`src/logic/cpu_defs.svh`:
```
`ifndef CPU_DEFS_SVH
`define CPU_DEFS_SVH

// Bus and register width
`define DATA_WIDTH 32

// General register file size
`define REG_COUNT 16
`define REG_INDEX_WIDTH 4

// Instruction fields
`define OPCODE_MSB 31
`define OPCODE_LSB 27
`define RA_MSB 26
`define RA_LSB 23
`define RB_MSB 22
`define RB_LSB 19
`define RC_MSB 18
`define RC_LSB 15
// Constant overlaps Rc, sign bit is bit 18
`define CONST_MSB 18
`define CONST_LSB 0

// First fetch address after reset
`define RESET_PC 0

`endif

```
`src/logic/cpuPkg.sv`:
```
package cpuPkg;

  // Instruction opcodes, anything not listed decodes as halt
  typedef enum logic [4:0] {
    ld    = 5'd0,
    st    = 5'd1,
    addi  = 5'd2,
    add   = 5'd3,
    sub   = 5'd4,
    andOp = 5'd5,
    orOp  = 5'd6,
    halt  = 5'd31
  } opcodeT;

  // ALU functions
  typedef enum logic [2:0] {
    aluAdd   = 3'd0,
    aluSub   = 3'd1,
    aluAnd   = 3'd2,
    aluOr    = 3'd3,
    aluPassB = 3'd4
  } aluOpT;

  // Which block drives the internal bus
  typedef enum logic [2:0] {
    srcNone  = 3'd0,
    srcPc    = 3'd1,
    srcMdr   = 3'd2,
    srcReg   = 3'd3,
    srcZ     = 3'd4,
    srcConst = 3'd5
  } busSourceT;

endpackage

```
`src/logic/registerFile.sv`:
```
`timescale 1ns/1ps
`include "cpu_defs.svh"

module registerFile (
  input  logic                   clock,
  input  logic                   rstN,
  input  logic [`DATA_WIDTH-1:0] ir,
  input  logic                   gra,
  input  logic                   grb,
  input  logic                   grc,
  input  logic                   regIn,
  input  logic                   baOut,
  input  logic [`DATA_WIDTH-1:0] busIn,
  output logic [`DATA_WIDTH-1:0] regOut
);

  logic [`DATA_WIDTH-1:0]     regs [`REG_COUNT];
  logic [`REG_INDEX_WIDTH-1:0] regIndex;

  // Select encode
  // Only one of gra, grb, grc is active per state, so the fields can be OR'ed
  assign regIndex = ({`REG_INDEX_WIDTH{gra}} & ir[`RA_MSB:`RA_LSB]) |
                    ({`REG_INDEX_WIDTH{grb}} & ir[`RB_MSB:`RB_LSB]) |
                    ({`REG_INDEX_WIDTH{grc}} & ir[`RC_MSB:`RC_LSB]);

  // Write port, loads the selected register from the bus
  always_ff @(posedge clock or negedge rstN) begin
    if (!rstN) begin
      for (int i = 0; i < `REG_COUNT; i++) begin
        regs[i] <= '0;
      end
    end else if (regIn) begin
      regs[regIndex] <= busIn;
    end
  end

  // Read port
  // With baOut, R0 reads as zero so a constant becomes an absolute address
  always_comb begin
    if (baOut && (regIndex == '0)) begin
      regOut = '0;
    end else begin
      regOut = regs[regIndex];
    end
  end

endmodule

```
`src/logic/alu.sv`:
```
`timescale 1ns/1ps
`include "cpu_defs.svh"

module alu (
  input  cpuPkg::aluOpT          aluOp,
  input  logic [`DATA_WIDTH-1:0] a,
  input  logic [`DATA_WIDTH-1:0] b,
  output logic [`DATA_WIDTH-1:0] result
);

  // a comes from Y, b from the bus or the sign-extended constant
  always_comb begin
    case (aluOp)
      cpuPkg::aluAdd: begin
        // Carry out is dropped, plain 32-bit wraparound
        result = a + b;
      end
      cpuPkg::aluSub: begin
        result = a - b;
      end
      cpuPkg::aluAnd: begin
        result = a & b;
      end
      cpuPkg::aluOr: begin
        result = a | b;
      end
      cpuPkg::aluPassB: begin
        result = b;
      end
      default: begin
        result = '0;
      end
    endcase
  end

endmodule

```
`src/logic/memoryInterface.sv`:
```
`timescale 1ns/1ps
`include "cpu_defs.svh"

module memoryInterface (
  input  logic                   clock,
  input  logic                   rstN,
  input  logic [`DATA_WIDTH-1:0] busIn,
  input  logic                   marIn,
  input  logic                   mdrIn,
  input  logic                   memRead,
  input  logic                   memWrite,
  output logic [`DATA_WIDTH-1:0] mdrOut,
  output logic                   memDone,
  output logic [`DATA_WIDTH-1:0] wbAdr,
  output logic [`DATA_WIDTH-1:0] wbDatOut,
  output logic                   wbWe,
  output logic                   wbCyc,
  output logic                   wbStb,
  input  logic [`DATA_WIDTH-1:0] wbDatIn,
  input  logic                   wbAck
);

  typedef enum logic [1:0] {
    memIdle,
    memActive,
    memFinish
  } memStateT;

  memStateT               state;
  logic [`DATA_WIDTH-1:0] mar;
  logic [`DATA_WIDTH-1:0] mdr;
  logic                   request;
  logic                   cycleOn;

  assign request = memRead | memWrite;

  // Cycle starts in the same clock the request shows up in idle
  // MAR and MDR were loaded in an earlier state, so they are already stable
  assign cycleOn = ((state == memIdle) && request) || (state == memActive);

  // Fixed-rate slave would see one-cycle strobes; slower ones stretch memActive
  always_ff @(posedge clock or negedge rstN) begin
    if (!rstN) begin
      state <= memIdle;
    end else begin
      case (state)
        memIdle: begin
          if (request) begin
            state <= wbAck ? memFinish : memActive;
          end
        end
        memActive: begin
          if (wbAck) begin
            state <= memFinish;
          end
        end
        default: begin
          // memFinish lasts one clock, the control unit moves on with it
          state <= memIdle;
        end
      endcase
    end
  end

  // Address and data registers
  always_ff @(posedge clock) begin
    if (marIn) begin
      mar <= busIn;
    end
    if (cycleOn && wbAck && memRead) begin
      mdr <= wbDatIn;
    end else if (mdrIn) begin
      mdr <= busIn;
    end
  end

  assign memDone  = (state == memFinish);
  assign mdrOut   = mdr;
  assign wbAdr    = mar;
  assign wbDatOut = mdr;
  assign wbCyc    = cycleOn;
  assign wbStb    = cycleOn;
  // memWrite is held for the whole access
  assign wbWe     = cycleOn & memWrite;

endmodule

```
`src/logic/datapath.sv`:
```
`timescale 1ns/1ps
`include "cpu_defs.svh"

module datapath (
  input  logic                   clock,
  input  logic                   rstN,
  input  cpuPkg::busSourceT      busSource,
  input  logic                   pcIn,
  input  logic                   irIn,
  input  logic                   yIn,
  input  logic                   zIn,
  input  logic                   marIn,
  input  logic                   mdrIn,
  input  logic                   regIn,
  input  logic                   incPc,
  input  logic                   immSel,
  input  cpuPkg::aluOpT          aluOp,
  input  logic                   gra,
  input  logic                   grb,
  input  logic                   grc,
  input  logic                   baOut,
  input  logic                   memRead,
  input  logic                   memWrite,
  output cpuPkg::opcodeT         opcode,
  output logic                   memDone,
  output logic [`DATA_WIDTH-1:0] wbAdr,
  output logic [`DATA_WIDTH-1:0] wbDatOut,
  output logic                   wbWe,
  output logic                   wbCyc,
  output logic                   wbStb,
  input  logic [`DATA_WIDTH-1:0] wbDatIn,
  input  logic                   wbAck
);

  logic [`DATA_WIDTH-1:0] bus;
  logic [`DATA_WIDTH-1:0] pc;
  logic [`DATA_WIDTH-1:0] ir;
  logic [`DATA_WIDTH-1:0] y;
  logic [`DATA_WIDTH-1:0] z;
  logic [`DATA_WIDTH-1:0] constExt;
  logic [`DATA_WIDTH-1:0] aluB;
  logic [`DATA_WIDTH-1:0] aluResult;
  logic [`DATA_WIDTH-1:0] regOut;
  logic [`DATA_WIDTH-1:0] mdrOut;

  // C field sign-extended to full width
  assign constExt = {{(`DATA_WIDTH - `CONST_MSB - 1){ir[`CONST_MSB]}},
                     ir[`CONST_MSB:`CONST_LSB]};

  // Single shared bus
  always_comb begin
    case (busSource)
      cpuPkg::srcPc:    bus = pc;
      cpuPkg::srcMdr:   bus = mdrOut;
      cpuPkg::srcReg:   bus = regOut;
      cpuPkg::srcZ:     bus = z;
      cpuPkg::srcConst: bus = constExt;
      default:          bus = '0;
    endcase
  end

  // PC steps one word while it is on the bus in T0
  always_ff @(posedge clock or negedge rstN) begin
    if (!rstN) begin
      pc <= `DATA_WIDTH'(`RESET_PC);
    end else if (pcIn) begin
      pc <= bus;
    end else if (incPc) begin
      pc <= pc + 1'b1;
    end
  end

  // IR, Y and Z only hold operands between states
  always_ff @(posedge clock) begin
    if (irIn) begin
      ir <= bus;
    end
    if (yIn) begin
      y <= bus;
    end
    if (zIn) begin
      z <= aluResult;
    end
  end

  assign opcode = cpuPkg::opcodeT'(ir[`OPCODE_MSB:`OPCODE_LSB]);

  // Immediate forms take the constant in place of the bus
  assign aluB = immSel ? constExt : bus;

  registerFile i_registerFile (
    .clock  (clock),
    .rstN   (rstN),
    .ir     (ir),
    .gra    (gra),
    .grb    (grb),
    .grc    (grc),
    .regIn  (regIn),
    .baOut  (baOut),
    .busIn  (bus),
    .regOut (regOut)
  );

  alu i_alu (
    .aluOp  (aluOp),
    .a      (y),
    .b      (aluB),
    .result (aluResult)
  );

  memoryInterface i_memoryInterface (
    .clock    (clock),
    .rstN     (rstN),
    .busIn    (bus),
    .marIn    (marIn),
    .mdrIn    (mdrIn),
    .memRead  (memRead),
    .memWrite (memWrite),
    .mdrOut   (mdrOut),
    .memDone  (memDone),
    .wbAdr    (wbAdr),
    .wbDatOut (wbDatOut),
    .wbWe     (wbWe),
    .wbCyc    (wbCyc),
    .wbStb    (wbStb),
    .wbDatIn  (wbDatIn),
    .wbAck    (wbAck)
  );

endmodule

```
`src/logic/controlUnit.sv`:
```
`timescale 1ns/1ps

module controlUnit (
  input  logic              clock,
  input  logic              rstN,
  input  logic              memDone,
  input  cpuPkg::opcodeT    opcode,
  output cpuPkg::busSourceT busSource,
  output logic              pcIn,
  output logic              irIn,
  output logic              yIn,
  output logic              zIn,
  output logic              marIn,
  output logic              mdrIn,
  output logic              regIn,
  output logic              incPc,
  output logic              immSel,
  output cpuPkg::aluOpT     aluOp,
  output logic              gra,
  output logic              grb,
  output logic              grc,
  output logic              baOut,
  output logic              memRead,
  output logic              memWrite,
  output logic              halted
);

  typedef enum logic [3:0] {
    t0, t1, t2, t3, t4, t5, t6, t7, tHalt
  } stateT;

  stateT state;
  stateT nextState;
  logic  validOp;
  logic  memOp;
  logic  immOp;

  // Opcode is valid from T3 on, IR loads at the end of T2
  assign validOp = opcode inside {cpuPkg::ld, cpuPkg::st, cpuPkg::addi, cpuPkg::add,
                                  cpuPkg::sub, cpuPkg::andOp, cpuPkg::orOp};
  assign memOp   = (opcode == cpuPkg::ld) || (opcode == cpuPkg::st);
  assign immOp   = memOp || (opcode == cpuPkg::addi);

  always_ff @(posedge clock or negedge rstN) begin
    if (!rstN) begin
      state <= t0;
    end else begin
      state <= nextState;
    end
  end

  always_comb begin
    nextState = state;
    busSource = cpuPkg::srcNone;
    // No instruction in this set loads PC from the bus
    pcIn      = 1'b0;
    irIn      = 1'b0;
    yIn       = 1'b0;
    zIn       = 1'b0;
    marIn     = 1'b0;
    mdrIn     = 1'b0;
    regIn     = 1'b0;
    incPc     = 1'b0;
    immSel    = 1'b0;
    aluOp     = cpuPkg::aluAdd;
    gra       = 1'b0;
    grb       = 1'b0;
    grc       = 1'b0;
    baOut     = 1'b0;
    memRead   = 1'b0;
    memWrite  = 1'b0;
    case (state)
      t0: begin
        busSource = cpuPkg::srcPc;
        marIn     = 1'b1;
        incPc     = 1'b1;
        nextState = t1;
      end
      t1: begin
        // Instruction fetch, hold until the bus cycle finishes
        memRead = 1'b1;
        if (memDone) begin
          nextState = t2;
        end
      end
      t2: begin
        busSource = cpuPkg::srcMdr;
        irIn      = 1'b1;
        nextState = t3;
      end
      t3: begin
        if (validOp) begin
          busSource = cpuPkg::srcReg;
          grb       = 1'b1;
          // Base register R0 means absolute address
          baOut     = memOp;
          yIn       = 1'b1;
          nextState = t4;
        end else begin
          nextState = tHalt;
        end
      end
      t4: begin
        zIn       = 1'b1;
        nextState = t5;
        if (immOp) begin
          immSel = 1'b1;
        end else begin
          busSource = cpuPkg::srcReg;
          grc       = 1'b1;
          case (opcode)
            cpuPkg::sub:   aluOp = cpuPkg::aluSub;
            cpuPkg::andOp: aluOp = cpuPkg::aluAnd;
            cpuPkg::orOp:  aluOp = cpuPkg::aluOr;
            default:       aluOp = cpuPkg::aluAdd;
          endcase
        end
      end
      t5: begin
        busSource = cpuPkg::srcZ;
        if (memOp) begin
          // Effective address
          marIn     = 1'b1;
          nextState = t6;
        end else begin
          gra       = 1'b1;
          regIn     = 1'b1;
          nextState = t0;
        end
      end
      t6: begin
        if (opcode == cpuPkg::ld) begin
          memRead = 1'b1;
          if (memDone) begin
            nextState = t7;
          end
        end else begin
          // Store data goes Ra to MDR
          busSource = cpuPkg::srcReg;
          gra       = 1'b1;
          mdrIn     = 1'b1;
          nextState = t7;
        end
      end
      t7: begin
        if (opcode == cpuPkg::ld) begin
          busSource = cpuPkg::srcMdr;
          gra       = 1'b1;
          regIn     = 1'b1;
          nextState = t0;
        end else begin
          memWrite = 1'b1;
          if (memDone) begin
            nextState = t0;
          end
        end
      end
      default: begin
        // Halted, only reset leaves this state
        nextState = tHalt;
      end
    endcase
  end

  assign halted = (state == tHalt);

endmodule

```
`src/logic/cpuTop.sv`:
```
`timescale 1ns/1ps
`include "cpu_defs.svh"

module cpuTop (
  input  logic                   clock,
  input  logic                   rstN,
  output logic [`DATA_WIDTH-1:0] wbAdr,
  output logic [`DATA_WIDTH-1:0] wbDatOut,
  output logic                   wbWe,
  output logic                   wbCyc,
  output logic                   wbStb,
  input  logic [`DATA_WIDTH-1:0] wbDatIn,
  input  logic                   wbAck,
  output logic                   halted
);

  // Control to datapath
  cpuPkg::busSourceT busSource;
  cpuPkg::aluOpT     aluOp;
  cpuPkg::opcodeT    opcode;
  logic              pcIn;
  logic              irIn;
  logic              yIn;
  logic              zIn;
  logic              marIn;
  logic              mdrIn;
  logic              regIn;
  logic              incPc;
  logic              immSel;
  logic              gra;
  logic              grb;
  logic              grc;
  logic              baOut;
  logic              memRead;
  logic              memWrite;
  logic              memDone;

  controlUnit i_controlUnit (
    .clock     (clock),
    .rstN      (rstN),
    .memDone   (memDone),
    .opcode    (opcode),
    .busSource (busSource),
    .pcIn      (pcIn),
    .irIn      (irIn),
    .yIn       (yIn),
    .zIn       (zIn),
    .marIn     (marIn),
    .mdrIn     (mdrIn),
    .regIn     (regIn),
    .incPc     (incPc),
    .immSel    (immSel),
    .aluOp     (aluOp),
    .gra       (gra),
    .grb       (grb),
    .grc       (grc),
    .baOut     (baOut),
    .memRead   (memRead),
    .memWrite  (memWrite),
    .halted    (halted)
  );

  datapath i_datapath (
    .clock     (clock),
    .rstN      (rstN),
    .busSource (busSource),
    .pcIn      (pcIn),
    .irIn      (irIn),
    .yIn       (yIn),
    .zIn       (zIn),
    .marIn     (marIn),
    .mdrIn     (mdrIn),
    .regIn     (regIn),
    .incPc     (incPc),
    .immSel    (immSel),
    .aluOp     (aluOp),
    .gra       (gra),
    .grb       (grb),
    .grc       (grc),
    .baOut     (baOut),
    .memRead   (memRead),
    .memWrite  (memWrite),
    .opcode    (opcode),
    .memDone   (memDone),
    .wbAdr     (wbAdr),
    .wbDatOut  (wbDatOut),
    .wbWe      (wbWe),
    .wbCyc     (wbCyc),
    .wbStb     (wbStb),
    .wbDatIn   (wbDatIn),
    .wbAck     (wbAck)
  );

endmodule

```
`config.mk`:
```
export PLATFORM = sky130hd
export DESIGN_NAME = cpuTop
export DESIGN_NICKNAME = d
export VERILOG_FILES = /design/src/logic/cpuPkg.sv /design/src/logic/registerFile.sv /design/src/logic/alu.sv /design/src/logic/memoryInterface.sv /design/src/logic/datapath.sv /design/src/logic/controlUnit.sv /design/src/logic/cpuTop.sv
export VERILOG_INCLUDE_DIRS = /design/src /design/src/logic
export SDC_FILE = /design/constraint.sdc
export NUM_CORES = 2
export LEC_CHECK = 0
export BUFFER_PORTS_ARGS = -buffer_cell sky130_fd_sc_hd__clkbuf_2
export CORE_MARGIN = 1.5
export CORE_UTILIZATION = 57
export DETAILED_ROUTE_END_ITERATION = 10
export PLACE_DENSITY = 0.77
export SLEW_MARGIN = 25
export SYNTH_ARGS = -nofsm -noshare
export SYNTH_HDL_FRONTEND = slang
export SYNTH_SLANG_ARGS = --single-unit
```
`constraint.sdc`:
```
create_clock -name clock -period 6.73 [get_ports clock]
set_clock_uncertainty 0.15 [all_clocks]
set_input_delay 2.019 -clock clock [delete_from_list [all_inputs] [get_ports clock]]
set_output_delay 2.019 -clock clock [all_outputs]
set_load 0.1 [all_outputs]
```
After elaboration in Yosys (flattened, before gate mapping)
Cells that the tools add are included.
Storage, ports and cells
  output and inout port bits: 68
  bits in registers: 710
  word-level logic and storage cells: 139
Cells by class
  eq/ne operators: 30
  magnitude comparators: 2
  mux-type cells: 53
  reduce and logical (&&, ||, !) cells: 17
  bitwise logic cells: 10
  add/sub/neg operators: 3
Operator list (count)
  bitwise mux 512 bit: 1
  one-hot mux 32 bit (5 select lines): 2
  2-to-1 mux 32 bit: 7
  binary-select mux 32 bit (select 4 bit): 1
  demux 32 bit (select 4 bit): 1
  adder 32 x 1 -> 32 bit, second input constant: 1
  adder 32 bit: 1
  AND 32 bit: 1
  OR 32 bit: 1
  one-hot mux 4 bit (8 select lines): 1
  subtractor 32 bit: 1
  2-to-1 mux 4 bit: 6
  one-hot mux 3 bit (7 select lines): 1
  2-to-1 mux 1 bit: 17
  equality test 4 x 3 -> 1 bit, second input constant: 4
  equality test 5 x 3 -> 1 bit, second input constant: 3
  2-to-1 mux 2 bit: 7
  AND 4 bit: 3
  equality test 3 x 2 -> 1 bit, second input constant: 4
  equality test 5 x 2 -> 1 bit, second input constant: 2
  equality test 3 bit, second input constant: 3
  2-to-1 mux 3 bit: 3
  equality test 4 x 2 -> 1 bit, second input constant: 2
  logical NOT 4 bit: 2
  other kinds (29): 40

Longest topological paths before layout
  word-level depth: 16
  depth in mapped cells: 35
  gate-level depth less buffers: 29

Hierarchy
A second synthesis with hierarchy kept.
Second synthesis, totals
  cells, all modules: 3051
  area, all modules: 36837.8 sq um
Modules (own cells, without submodules)
  registerFile: cells an instance 1772, times used 1, seq. area each 12812.3 sq um, area an instance 23727.8 sq um
  datapath: cells an instance 583, times used 1, seq. area each 3683.5 sq um, area an instance 6575.1 sq um
  alu: cells an instance 479, times used 1, seq. area each 0.0 sq um, area an instance 3216.8 sq um
  memoryInterface: cells an instance 142, times used 1, seq. area each 1971.9 sq um, area an instance 2782.7 sq um
  controlUnit: cells an instance 75, times used 1, seq. area each 100.1 sq um, area an instance 535.5 sq um

Least setup slack after synthesis
OpenSTA, ideal clock, no wires.
  kind: register to output
  start point: reg i_datapath.ir[28]
  end point: out wbWe
  setup slack: -1.720 ns
  data arrival time: 6.281 ns
  cell stages (with the launch flop): 10
  cells stage by stage: edfxtp_1 or4_4 nor2_1 xor2_1 and2_1 a21oi_1 nor2_1 nor2_1 nor2_1 nor4bb_1
On the way
  cells in the longest elaborated chain, start to end: 7
  elaborated cells on any way between the ends: 9
  classes of those cells: mux: 4; bitwise: 2; reduce/logical: 3
RTL lines
  from (decl): RTL line datapath.sv:37  | logic [`DATA_WIDTH-1:0] ir;
  from (signal assigned): RTL line datapath.sv:76  | ir <= bus;
  logical NOT 5 bit (*): RTL line controlUnit.sv:132, controlUnit.sv:146
  2-to-1 mux 1 bit, on equally long branches: RTL line controlUnit.sv:132, controlUnit.sv:146
  one-hot mux 1 bit (2 select lines) or 2-to-1 mux 1 bit (tied branches): RTL line controlUnit.sv:72  | case (state)
  OR 1 bit (*): RTL line memoryInterface.sv:35  | assign request = memRead | memWrite;
  logical AND 1 bit (*): RTL line memoryInterface.sv:39  | assign cycleOn = ((state == memIdle) && request) || (state == memActive);
  logical OR 1 bit (*): RTL line memoryInterface.sv:39
  named net wbCyc: RTL line cpuTop.sv:10  | output logic wbCyc,
  AND 1 bit (*): RTL line memoryInterface.sv:84  | assign wbWe = cycleOn & memWrite;
  to (decl): RTL line cpuTop.sv:9  | output logic wbWe,
Mark *: on every way through the listed nets, which the timed path passes. The rest lies on a longest branch.

Final worst setup path
  start point: reg i_datapath.ir[27]
  end point: reg i_datapath.z[31] (data pin)
On the way
  cells in the longest elaborated chain, start to end: 16
  elaborated cells on any way between the ends: 59
  classes of those cells: add/sub: 2; eq/ne: 15; mux: 27; bitwise: 8; reduce/logical: 7
RTL lines
  equality test 5 x 1 -> 1 bit (tied with other cells): RTL line controlUnit.sv:39, controlUnit.sv:41
  nonzero test 7 bit or logical OR 1 bit (tied branches): RTL line controlUnit.sv:39, controlUnit.sv:41
  2-to-1 mux 1 bit (tied with other cells): RTL line controlUnit.sv:92  | if (validOp) begin
  2-to-1 mux 1 bit (tied with other cells): RTL line controlUnit.sv:72
  AND 4 bit (tied with other cells): RTL line registerFile.sv:23  | ({`REG_INDEX_WIDTH{grb}} & ir[`RB_MSB:`RB_LSB]) |
  OR 4 bit or AND 4 bit (tied branches): RTL line registerFile.sv:22, registerFile.sv:24
  OR 4 bit: RTL line registerFile.sv:22  | assign regIndex = ({`REG_INDEX_WIDTH{gra}} & ir[`RA_MSB:`RA_LSB]) |
  inverter 4 -> 5 bit (implied by the code): RTL line registerFile.sv:43  | regOut = regs[regIndex];
  binary-select mux 32 bit (select 4 bit): RTL line registerFile.sv:43
  2-to-1 mux 32 bit (implied by the code) (2 in a row): RTL line registerFile.sv:43
  2-to-1 mux 32 bit: RTL line registerFile.sv:40  | if (baOut && (regIndex == '0)) begin
  one-hot mux 32 bit (5 select lines): RTL line datapath.sv:52  | case (busSource)
  2-to-1 mux 32 bit: RTL line datapath.sv:89  | assign aluB = immSel ? constExt : bus;
  subtractor 32 bit (tied with other cells): RTL line alu.sv:19  | result = a - b;
  one-hot mux 32 bit (5 select lines) (*): RTL line alu.sv:13  | case (aluOp)
  to (signal assigned): RTL line datapath.sv:82  | z <= aluResult;
  to (decl): RTL line datapath.sv:39  | logic [`DATA_WIDTH-1:0] z;
Mark *: on every way between the ends. The rest lies on a longest branch, timed or not. The select of a mux whose other input is x is not followed.
A chain may end at the register's enable or synchronous reset.

==> impl_results.md <==
- Status: finished, violations left
- Violated checks: design-rule violations, negative setup slack
- Final worst slack: -0.2465 ns
- Most used cell, CP: buf_4
- Layout cell share with drive strength beyond 1: a little over a fifth
- Clk sink count: 710
- Cell depth of the worst flop-to-flop path: 34
- Die area: 61,400 sq um
- CP Launch Type: flop
- Gpl congestion: roughly 0.95
- Peak VDD IR: approximately 0.61 mV
- Chip height: 247.8 um
- Reg clk slew, reported paths: around 0.060 ns
- CTS Buf Count: between 70 and 80
- Total grt overflow: 0
- Sequential Power Share: 29.2%
- FILL cells: 4,109
- Final setup vio count: 2
- Leak: about 0.018 uW
- CP max-delay cell: edfxtp_1
- CP top delay family: compound AO/OA/AOI/OAI gates
- CTS tree: built
- Buffer depth of the longest clock path: 3
- Setup TNS after final layout: -0.3116 ns
- Met2 GRT Util: a little under three fifths
- Sequential area share after synthesis: 54.36%
- Slew Limit Fails: 0
- First-pass GRT wire length: approximately 170,000 um
- Fmax: 143.3 MHz
- Worst EP arrival: 7.17 ns
- Worst r2r dst: i_datapath.z[31]$_SDFFCE_PN0P_
- Via count: just over 30k
- Crit path required time: around 7 ns
- Crit end category: flop
- WS Path Type: reg -> reg
- Commonest non-fill, non-tap cell in the layout: nand2_1
- Final hold viol count: 0
- Reg2reg start: i_datapath.ir[27]$_DFFE_PP_
- Vias in the first global route: 29.37k
- Main synth FF type: dfrtp_1
- DP Wirelength: about 73,000 um
- Clock Tree Root: clkbuf_16
- Wirelength per Cell: between 20 and 25 um
- Max Cap Viol: 0
- Final ANT Viol Nets: 0
- Fin util: a little over two thirds
- H-tree depth: 3
- Busiest layer in global routing: met2
- Sw frac: around 37%
- Synth warnings: 0
- GR Layer Usage met1: between 40% and 50%
- Post-synth ARST share: between 70 and 80%
- Dpl ws: -0.4916 ns
- Gr usage total: 37.09%
- Routed vias/inst: around 6.4
- Largest stage delay on the critical path: between 0.5 and 0.6 ns
- Setup slack, reg-to-reg: -0.25 ns
- Mean Syn Cell Area: between 9 and 10 sq um
- Combinational power share: between 40 and 50%
- Routed wire length: roughly 110,000 um
- DRT iter0 DRCs: between 3k and 4k
- Power per cell area: ~410 nW/um^2
- Mapped Cells: 3,605
- Clock share of power: 24.6%
- P&R area growth vs syn: 21.49%
- DR pass1 iterations: 11
- Slew @ Worst Pin: approximately 0.99 ns
- Mapped Area: 34,160 sq um
- Port Buffers: 102
- Largest net degree at the start of global routing: roughly 120
- ANT cells: 0
- Nets@finish: ~4.0k
- Fin crit share: 103.7%
- Most frequent cells in the layout: 860 x nand2_1, 575 x o21ai_0, 550 x dfrtp_1
- Final Non-Filler Cells: ~4.8k
- Synthesized Nets: roughly 3.7k
- #FFs+latches synth: 710
- Core Box Area: about 60,000 sq um
- Critical path depth: 34
- Die X: about 250 um
- Ports: roughly 100
- Minimum clock period: 6.976 ns
- Crit path capture: i_datapath.z[31]$_SDFFCE_PN0P_
- Starting density of the core: between 50 and 60%
- P_int: between 10,000 and 15,000 uW
- Worst Path Buf+Inv: 9
- RSZ-0062 raised after global routing: yes
- # rows: between 80 and 90
- Synth cell types: roughly 100
- Initial antenna violation count: 3
- Slew headroom: about a third
- # DRC: 2
- # hold bufs at CTS: 0
- Placed cells: ~4.6k
- Worst setup startpoint: i_datapath.ir[27]$_DFFE_PP_
- Crit-path max FO: 5
- EDFF count, synth: 160
- M3 GR Usage: between 8 and 9%
- Clk Latency, worst-skew pair: ~0.62 ns
- Switching power: about 6300 uW
- Worst Hold Class: reg -> reg
-- worst reg2reg max path: cells and delay by family (launching register included) --
kind / cells / cell delay [ns]
compound gates: 12 / 2.34
simple gates: 9 / 1.73
buf+inv: 9 / 1.40
flops: 1 / 0.53
xor+xnor: 2 / 0.20
fa+ha+maj: 1 / 0.19
mux: 1 / 0.13
-- cells by family (layout without fill, tap and decap cells) --
logic type | after synthesis | count (layout) | synth area share, %
AO/OA/AOI/OAI | 1043 | 1043 | 18.72
buffers and inverters | 336 | 740 | 4.044
XOR/XNOR | 86 | 86 | 2.205
flip-flops | 710 | 710 | 54.36
multiplexers | 60 | 61 | 1.799
adder cells (fa/ha/maj) | 67 | 67 | 2.330
AND/OR/NAND/NOR | 1303 | 1305 | 16.54
-- state kept, by name, summed over array words and instances (netlist names), 4 cells and up --
name,flops
i_datapath.i_registerFile.regs,512
i_datapath.i_memoryInterface.wbAdr,32
i_datapath.y,32
i_controlUnit.state,4
i_datapath.i_memoryInterface.mdrOut,32
i_datapath.pc,32
i_datapath.ir,32
i_datapath.z,32
-- cells in the mapped netlist, drive strengths merged, types with 34 or more instances --
master,number,area [sq um]
a211oi,76,590.6
ha,46,575.6
xor2,34,297.8
nand2,885,3337
a31oi,63,415.4
clkbuf,228,855.8
mux2i,52,524.3
edfxtp,160,4805
dfrtp,550,13760
buf,59,341.6
xnor2,52,455.4
inv,49,183.9
o21ai,598,3015
and3,88,560.5
a21oi,94,481.7
nand3,79,395.4
nor2,130,515.5
-- through the flow --
stage	area, sq um	power, uW	hold slack [ns]
detailed placement	37710	11730	0.3119
global placement	37700	11600	0.3030
global route	41490	17590	0.3440
CTS	41110	16370	0.3248
finish	41490	16940	0.3227
floorplan	34190	9182	0.2918
-- what timing repair did --
| item | in CTS | in global routing |
|---|---|---|
| endpoints found under the setup margin | 12 | 11 |
| gates cloned | 5 | 0 |
| gates resized for setup | 113 | 55 |
| pin swaps | 70 | 37 |
| setup buffers | 47 | 19 |
-- final cells by class --
cell class,instances,area [sq um],area share [%]
tap,773,967.2,2.331
clock inverter,24,207.7,0.5005
multi-input combinational,2562,14970,36.07
sequential,710,18570,44.75
clock buffer,108,2236,5.388
timing repair buffer,559,4360,10.51
inverter,49,187.7,0.4523
-- per-layer routing --
metal,routed length [um],up-vias
met5,30,-
met4,6571,4
met3,12680,421
met2,51230,1945
met1,43310,14870
li1,-,13422
-- how the worst min path moves through the flow --
| stage | start | endpoint | slack (ns) | cells after the start |
|---|---|---|---|---|
| final | i_datapath.i_registerFile.regs[92]$_DFFE_PN0P_ | i_datapath.i_registerFile.regs[92]$_DFFE_PN0P_ | 0.32 | 2 |
| after global routing | i_datapath.i_registerFile.regs[323]$_DFFE_PN0P_ | i_datapath.i_registerFile.regs[323]$_DFFE_PN0P_ | 0.34 | 2 |
| after CTS | i_datapath.i_registerFile.regs[221]$_DFFE_PN0P_ | i_datapath.i_registerFile.regs[221]$_DFFE_PN0P_ | 0.32 | 2 |
| after detailed placement | i_datapath.i_registerFile.regs[221]$_DFFE_PN0P_ | i_datapath.i_registerFile.regs[221]$_DFFE_PN0P_ | 0.31 | 2 |
| after global placement | i_datapath.i_registerFile.regs[362]$_DFFE_PN0P_ | i_datapath.i_registerFile.regs[362]$_DFFE_PN0P_ | 0.30 | 2 |
| after floorplan | i_datapath.i_registerFile.regs[107]$_DFFE_PN0P_ | i_datapath.i_registerFile.regs[107]$_DFFE_PN0P_ | 0.29 | 2 |
-- power groups by stage --
stage	logic, uW	clock network, uW	registers (uW)
2_1_floorplan	3550	0	5630
3_5_place_dp	6710	0	5020
3_3_place_gp	6590	0	5010
6_report	7820	4170	4950
4_1_cts	7260	4170	4940
5_1_grt	8290	4340	4960
(Power assumes the default switching activity.)
